<file path="src/hdl/scaler_consts.svh">
// Widths, register map and reset values; GAIN_FRAC must stay below GAIN_W
`ifndef SCALER_CONSTS_SVH
`define SCALER_CONSTS_SVH

// Stream sample width, signed
`define SAMPLE_W 16
// Unsigned gain, Q4.4 fixed point
`define GAIN_W 8
`define GAIN_FRAC 4

// APB bus widths
`define APB_AW 8
`define APB_DW 32

// Transfer counters, wrap around
`define CNT_W 32

// Register byte offsets
`define REG_CTRL 8'h00
`define REG_GAIN 8'h04
`define REG_OFFSET 8'h08
`define REG_IN_COUNT 8'h0C
`define REG_OUT_COUNT 8'h10
`define REG_FILL 8'h14

// Configuration after reset, gain 16 is unity
`define RST_GAIN 16
`define RST_OFFSET 0

`endif

</file>
<file path="src/hdl/scaler_pkg.sv">
// Shared types of the scaler; widths come from scaler_consts.svh
`include "scaler_consts.svh"

package scaler_pkg;

	// Signed stream sample
	typedef logic signed [`SAMPLE_W-1:0] sample_t;

	// Unsigned fixed point gain
	typedef logic [`GAIN_W-1:0] gain_t;

	// Stream transfer counter
	typedef logic [`CNT_W-1:0] count_t;

	// Whole pipeline occupancy, 0 to 5
	typedef logic [2:0] fill_t;

	// One skid register occupancy, 0 to 2
	typedef logic [1:0] occ_t;

	// APB address and data words
	typedef logic [`APB_AW-1:0] apb_addr_t;
	typedef logic [`APB_DW-1:0] apb_data_t;

	// Settings the transform stage works from
	typedef struct packed {
		logic enable;
		gain_t gain;
		sample_t offset;
	} scaler_cfg_t;

	// Master side of an APB access
	typedef struct packed {
		logic psel;
		logic penable;
		logic pwrite;
		apb_addr_t paddr;
		apb_data_t pwdata;
	} apb_req_t;

endpackage

</file>
<file path="src/hdl/axis_register.sv">
// Two-entry skid register; all outputs registered, size counts beats held inside
`timescale 1ns/1ps

module axis_register
	import scaler_pkg::*;
#(
	parameter int WIDTH = 8
)
(
	input logic clock,
	input logic resetn,
	output occ_t size,
	input logic [WIDTH-1:0] idata,
	input logic ivalid,
	output logic iready,
	output logic [WIDTH-1:0] odata,
	output logic ovalid,
	input logic oready
);

	// Holds a beat accepted while the output stalls
	logic [WIDTH-1:0] buffer;

	// Occupancy from the flag pair
	// iready and !ovalid means empty, !iready means both slots used
	assign size = {!iready, iready && ovalid};

	// Handshake flags
	always_ff @(posedge clock or negedge resetn)
	begin
		if (!resetn)
		begin
			ovalid <= 1'b0;
			iready <= 1'b1;
		end
		else
		begin
			// Output stays full while stalled or while the buffer has data
			ovalid <= (ovalid && !oready) || !iready || ivalid;
			// Buffer frees up once the output moves or nothing comes in
			iready <= !ovalid || oready || (iready && !ivalid);
		end
	end

	// Payload registers
	always_ff @(posedge clock)
	begin
		// Output word advances unless stalled
		if (!ovalid || oready)
			odata <= iready ? idata : buffer;
		// Capture input while the buffer is free
		if (iready)
			buffer <= idata;
	end

endmodule

</file>
<file path="src/hdl/sample_transform.sv">
// Gain, offset and saturation in one stage; in_ready is combinational from out_ready
`timescale 1ns/1ps
`include "scaler_consts.svh"

module sample_transform
	import scaler_pkg::*;
(
	input logic clock,
	input logic resetn,
	input scaler_cfg_t cfg,
	input sample_t in_data,
	input logic in_valid,
	output logic in_ready,
	output sample_t out_data,
	output logic out_valid,
	input logic out_ready,
	output logic busy
);

	// Product of sample and zero-extended gain
	localparam int PROD_W = `SAMPLE_W + `GAIN_W + 1;
	// Product after dropping the fraction bits
	localparam int SCALED_W = PROD_W - `GAIN_FRAC;
	// One more bit so the offset add cannot overflow
	localparam int SUM_W = SCALED_W + 1;

	// Clamp limits at sum width
	localparam logic signed [SUM_W-1:0] SAT_MAX = 2 ** (`SAMPLE_W - 1) - 1;
	localparam logic signed [SUM_W-1:0] SAT_MIN = -(2 ** (`SAMPLE_W - 1));

	logic signed [PROD_W-1:0] product;
	logic signed [SCALED_W-1:0] scaled;
	logic signed [SUM_W-1:0] sum;
	sample_t result;
	logic load;

	// Stage accepts when empty or being drained
	assign in_ready = !out_valid || out_ready;
	assign load = in_valid && in_ready;
	assign busy = out_valid;

	// Datapath
	always_comb
	begin
		product = in_data * $signed({1'b0, cfg.gain});
		// Dropping low bits is a floor shift
		scaled = product[PROD_W-1:`GAIN_FRAC];
		sum = scaled + cfg.offset;
		if (!cfg.enable)
			result = in_data;
		else if (sum > SAT_MAX)
			result = SAT_MAX[`SAMPLE_W-1:0];
		else if (sum < SAT_MIN)
			result = SAT_MIN[`SAMPLE_W-1:0];
		else
			result = sum[`SAMPLE_W-1:0];
	end

	// Output valid flag
	always_ff @(posedge clock or negedge resetn)
	begin
		if (!resetn)
			out_valid <= 1'b0;
		else if (in_ready)
			out_valid <= in_valid;
	end

	// Result held while downstream stalls
	always_ff @(posedge clock)
	begin
		if (load)
			out_data <= result;
	end

endmodule

</file>
<file path="src/hdl/scaler_apb_regs.sv">
// APB register block without wait states or strobes; counters wrap, FILL sums occupancy
`timescale 1ns/1ps
`include "scaler_consts.svh"

module scaler_apb_regs
	import scaler_pkg::*;
(
	input logic clock,
	input logic resetn,
	input apb_req_t apb,
	output apb_data_t prdata,
	output logic pready,
	output logic pslverr,
	output scaler_cfg_t cfg,
	input logic in_fire,
	input logic out_fire,
	input occ_t in_occ,
	input occ_t out_occ,
	input logic xform_busy
);

	logic access;
	logic mapped;
	logic read_only;
	logic wr_ok;
	count_t in_count;
	count_t out_count;
	fill_t fill;

	// Access phase of a transfer
	assign access = apb.psel && apb.penable;
	// Never stretches a transfer
	assign pready = 1'b1;

	// Samples held in both skid registers and the transform stage
	assign fill = fill_t'(in_occ) + fill_t'(out_occ) + fill_t'(xform_busy);

	// Address decode
	always_comb
	begin
		mapped = 1'b1;
		read_only = 1'b0;
		prdata = '0;
		case (apb.paddr)
			`REG_CTRL: prdata = apb_data_t'(cfg.enable);
			`REG_GAIN: prdata = apb_data_t'(cfg.gain);
			`REG_OFFSET: prdata = apb_data_t'($unsigned(cfg.offset));
			`REG_IN_COUNT:
			begin
				prdata = apb_data_t'(in_count);
				read_only = 1'b1;
			end
			`REG_OUT_COUNT:
			begin
				prdata = apb_data_t'(out_count);
				read_only = 1'b1;
			end
			`REG_FILL:
			begin
				prdata = apb_data_t'(fill);
				read_only = 1'b1;
			end
			default: mapped = 1'b0;
		endcase
	end

	// Error on unmapped address or write to status
	assign pslverr = access && (!mapped || (apb.pwrite && read_only));
	assign wr_ok = access && apb.pwrite && !pslverr;

	// Configuration, updated on the edge ending the access
	always_ff @(posedge clock or negedge resetn)
	begin
		if (!resetn)
		begin
			cfg.enable <= 1'b1;
			cfg.gain <= gain_t'(`RST_GAIN);
			cfg.offset <= sample_t'(`RST_OFFSET);
		end
		else if (wr_ok)
		begin
			case (apb.paddr)
				`REG_CTRL: cfg.enable <= apb.pwdata[0];
				`REG_GAIN: cfg.gain <= apb.pwdata[`GAIN_W-1:0];
				`REG_OFFSET: cfg.offset <= apb.pwdata[`SAMPLE_W-1:0];
				default: ;
			endcase
		end
	end

	// Stream transfer counters
	always_ff @(posedge clock or negedge resetn)
	begin
		if (!resetn)
		begin
			in_count <= '0;
			out_count <= '0;
		end
		else
		begin
			if (in_fire)
				in_count <= in_count + 1'b1;
			if (out_fire)
				out_count <= out_count + 1'b1;
		end
	end

endmodule

</file>
<file path="src/hdl/stream_scaler_top.sv">
// Scaler top; three-cycle latency, one sample per clock, holds up to five samples
`timescale 1ns/1ps
`include "scaler_consts.svh"

module stream_scaler_top
	import scaler_pkg::*;
(
	input logic clock,
	input logic resetn,
	input sample_t in_data,
	input logic in_valid,
	output logic in_ready,
	output sample_t out_data,
	output logic out_valid,
	input logic out_ready,
	input apb_req_t apb,
	output apb_data_t prdata,
	output logic pready,
	output logic pslverr
);

	// Input register to transform
	sample_t mid_data;
	logic mid_valid;
	logic mid_ready;
	// Transform to output register
	sample_t res_data;
	logic res_valid;
	logic res_ready;
	// Status and configuration
	occ_t in_occ;
	occ_t out_occ;
	logic xform_busy;
	logic in_fire;
	logic out_fire;
	scaler_cfg_t cfg;

	// Transfers on the outer ports
	assign in_fire = in_valid && in_ready;
	assign out_fire = out_valid && out_ready;

	axis_register #(.WIDTH(`SAMPLE_W)) in_reg (
		.clock(clock), .resetn(resetn), .size(in_occ),
		.idata(in_data), .ivalid(in_valid), .iready(in_ready),
		.odata(mid_data), .ovalid(mid_valid), .oready(mid_ready)
	);

	sample_transform xform (
		.clock(clock), .resetn(resetn), .cfg(cfg),
		.in_data(mid_data), .in_valid(mid_valid), .in_ready(mid_ready),
		.out_data(res_data), .out_valid(res_valid), .out_ready(res_ready),
		.busy(xform_busy)
	);

	// Cuts the combinational ready path out of the transform
	axis_register #(.WIDTH(`SAMPLE_W)) out_reg (
		.clock(clock), .resetn(resetn), .size(out_occ),
		.idata(res_data), .ivalid(res_valid), .iready(res_ready),
		.odata(out_data), .ovalid(out_valid), .oready(out_ready)
	);

	scaler_apb_regs regs (
		.clock(clock), .resetn(resetn), .apb(apb),
		.prdata(prdata), .pready(pready), .pslverr(pslverr), .cfg(cfg),
		.in_fire(in_fire), .out_fire(out_fire),
		.in_occ(in_occ), .out_occ(out_occ), .xform_busy(xform_busy)
	);

endmodule

</file>
<file path="config.mk">
export PLATFORM = sky130hd
export DESIGN_NAME = stream_scaler_top
export DESIGN_NICKNAME = d
export VERILOG_FILES = /design/src/hdl/scaler_pkg.sv /design/src/hdl/axis_register.sv /design/src/hdl/sample_transform.sv /design/src/hdl/scaler_apb_regs.sv /design/src/hdl/stream_scaler_top.sv
export VERILOG_INCLUDE_DIRS = /design/src /design/src/hdl
export SDC_FILE = /design/constraint.sdc
export NUM_CORES = 1
export LEC_CHECK = 0
export ABC_AREA = 1
export ABC_CLOCK_PERIOD_IN_PS = 9000
export BUFFER_PORTS_ARGS = -buffer_cell sky130_fd_sc_hd__buf_4
export CAP_MARGIN = 5
export CORE_MARGIN = 1
export CORE_UTILIZATION = 45
export CTS_CLUSTER_DIAMETER = 150
export DETAILED_ROUTE_END_ITERATION = 7
export GPL_TIMING_DRIVEN = 0
export SLEW_MARGIN = 10
export SYNTH_ARGS = -nofsm -noshare
export SYNTH_HDL_FRONTEND = slang
export SYNTH_SLANG_ARGS = --single-unit
</file>
<file path="constraint.sdc">
create_clock -name clock -period 9 [get_ports clock]
set_input_delay 0.45 -clock clock [delete_from_list [all_inputs] [get_ports clock]]
set_output_delay 0.45 -clock clock [all_outputs]
set_load 0.02 [all_outputs]
</file>
==> reports/qor.yml <==
critical_path:
  worstPathMaxFanout: 10
  end_kind: "flop"
  crit_slowest_cell: "fa_1"
  path_delay_family: "adder cells"
  reg2reg_to: "xform.out_data[11]"
  r2r_start: "regs.cfg[20]"
  crit_type: "reg -> reg"
  worstPathArrival_ns: 7.73
  worstSetupStartpointType: "flop"
  required_ns: 9.18
  worst-r2r-setup-slack_ns: 1.45
  max_stage_delay_ns: 0.54
  path_buf_inv: 6
  r2r_cells: 30
clock_network:
  clkTransAtPathRegs_ns: 0.08
  ctsHtreeMaxLevel: 4
  postCtsResizedCells: 0
  cts_root_buf: "clkbuf_16"
  clkLatencyLatePin_ns: 0.45
  cts_buffers: 17
  tritoncts: "built"
  cts_setup_buffers: 0
  clkSinkCount: 174
  hold_buffers: 0
  cts.path.max_buffers: 2
cells_and_area:
  finalInstanceArea_um2: 15600
  layout_common_cells: "nand2_1, inv_1, fa_1"
  final_util: 0.522
  antenna_cells: 0
  drive_gt1_frac: 0.0848
  fin_nets: 2104
  layout_commonest_cell: "nand2_1"
  syn2layout_area_growth_pct: 13.0
pwr:
  leakagePower_uw: 0.00867
  max-vdd-ir-drop_uv: 134
  power.density_nw_per_um2: 126
  finalPower_uw: 1960
synth:
  yosys_warnings: 0
  synth_cells: 1747
  synth_top_flop_cell: "dfrtp_1"
  ys_async_sr_fraction: 0.540
  synth_seq_cells: 174
  synth_cell_types: 51
  synth_nets: 1988
  synth_top_area_frac: 0.163
  synth_sequential_area_ratio: 0.321
  synth_area_per_cell_um2: 7.92
  synthesis.area_um2: 13800
  synth.area.top_cells: "dfrtp_1, fa_1, nand2_1"
  synth_edf_count: 48
  yosys.area.top_type: "dfrtp_1"
timing:
  fin_crit_ns: 7.55
  max_freq_mhz: 132
  slew_viol_final: 0
  layout_setup_ws_ns: 1.45
  slew_headroom: 0.429
  setup_viol: 0
  final-hold-violation-count: 0
  tightest_slew_ns: 0.856
  skew_ns: 0.0142
  grt_setup_unrepaired: "false"
  fin_setup_tns_ns: 0
  finalCritPeriodShare: 0.839
global_route:
  grt-ovfl-total: 0
  grt_pass1_wl_um: 58500
  grtUsageTotal: 0.242
  grt_start_max_net_pins: 95
  grt_antenna_before_repair: 0
  grt_pass1_vias: 11225
routing:
  drt.antenna.violating_nets: 0
  drt_pass1_iterations: 6
  drtIter0Drc: 722
  drc: 0
  wire_per_inst_um: 15.8
  dr_total_vias: 11322
  finalWirelength_um: 35900
  via_per_inst: 5.00
placement:
  post-place-ws_ns: 1.43
  place_area_um2: 15000
  place_congestion: 0.926
  numPortBuffers: 97
  hpwl_um: 29700
floorplanning:
  initial_core_util: 0.462
  placementRows: 63
  io_pins: 115
  core_um2: 30000
  dieArea_um2: 31400
  fp.dieW_um: 177
  dieHeight_um: 177
hold_path:
  hold_path.class: "in -> async"
outcome:
  status: "complete, no violations"
flow_run:
  drv_cap: 0
-- cell usage after synthesis, types with 3 or more instances --
| cell | instances |
|---|---|
| a21oi_1 | 56 |
| o22ai_1 | 12 |
| nor3_1 | 22 |
| nor4_1 | 13 |
| xor2_1 | 76 |
| fa_1 | 105 |
| edfxtp_1 | 48 |
| clkinv_1 | 3 |
| inv_1 | 354 |
| clkbuf_1 | 46 |
| nor4_2 | 3 |
| o21ai_0 | 38 |
| o211ai_1 | 4 |
| o221ai_1 | 5 |
| dfxtp_1 | 32 |
| nand2_1 | 515 |
| nand4_1 | 20 |
| buf_2 | 4 |
| dfstp_2 | 4 |
| dfrtp_1 | 90 |
| a31oi_1 | 5 |
| ha_1 | 73 |
| o21bai_1 | 5 |
| o2111ai_1 | 6 |
| nand2_2 | 4 |
| nor2_2 | 3 |
| xnor2_1 | 22 |
| a21o_1 | 3 |
| nand3_1 | 61 |
| nor2_1 | 85 |
-- power by group --
part / internal (uW) / total [uW] / switching (uW)
logic: 86.5 / 263 / 177
registers: 919 / 979 / 60.2
clock network: 369 / 721 / 352
total: 1370 / 1960 / 589
-- stage by stage --
stage	hold WS, ns	std cells
after detailed placement	0.414	2234
after CTS	0.173	2266
after floorplan	0.154	1747
final	0.0855	2266
after global routing	0.158	2266
after global placement	0.406	2234
-- sequential cells by signal, indices dropped and copies added (netlist names) --
signal          count
in_reg.ovalid       1
in_reg.buffer      16
out_reg.odata      16
out_reg.buffer     16
out_reg.ovalid      1
in_reg.iready       1
regs.in_count      32
regs.cfg           25
xform.out_data     16
in_reg.odata       16
xform.busy          1
regs.out_count     32
out_reg.iready      1
-- logic make-up (layout without fill, tap and decap cells) --
family | Yosys count | count (layout) | synth area share
simple gates | 742 | 742 | 0.224
fa+ha+maj | 178 | 178 | 0.218
xor+xnor | 98 | 98 | 0.0621
compound gates | 142 | 142 | 0.0604
buf+inv | 412 | 541 | 0.114
other cells | 1 | 1 | 0.000271
flops | 174 | 174 | 0.321
-- layout make-up --
| type | instances | area [um2] |
|---|---|---|
| multi-input combinational | 1161 | 7820 |
| timing repair buffer | 97 | 732 |
| clock inverter | 14 | 141 |
| clock buffer | 18 | 429 |
| fill | 2947 | 14300 |
| buffer | 54 | 230 |
| tap | 390 | 488 |
| sequential | 174 | 4440 |
| inverter | 358 | 1340 |
-- worst reg2reg max path: cells and delay by family (launching register included) --
kind	cells	cell delay, ns
adder cells (fa/ha/maj)	6	2.72
AO/OA/AOI/OAI	8	1.44
buffers and inverters	6	1.23
AND/OR/NAND/NOR	9	1.12
flip-flops	1	0.52
XOR/XNOR	1	0.24
-- worst max-delay path by stage --
stage / from / endpoint / slack, ns / cells after the start
finish: regs.cfg[20] / xform.out_data[11] / 1.45 / 30
global route: regs.cfg[18] / xform.out_data[8] / 0.91 / 34
CTS: regs.cfg[20] / xform.out_data[11] / 1.39 / 30
detailed placement: regs.cfg[20] / xform.out_data[11] / 1.43 / 30
global placement: regs.cfg[20] / xform.out_data[9] / 1.57 / 30
floorplan: regs.cfg[20] / xform.out_data[10] / 2.63 / 32
-- routing by layer --
metal / GRT usage / part of all wire
met1: 0.344 / 0.47
met2: 0.393 / 0.47
met3: 0.0298 / 0.037
met4: 0.0591 / 0.018
met5: 0 / 0
(Power assumes the default switching activity.)
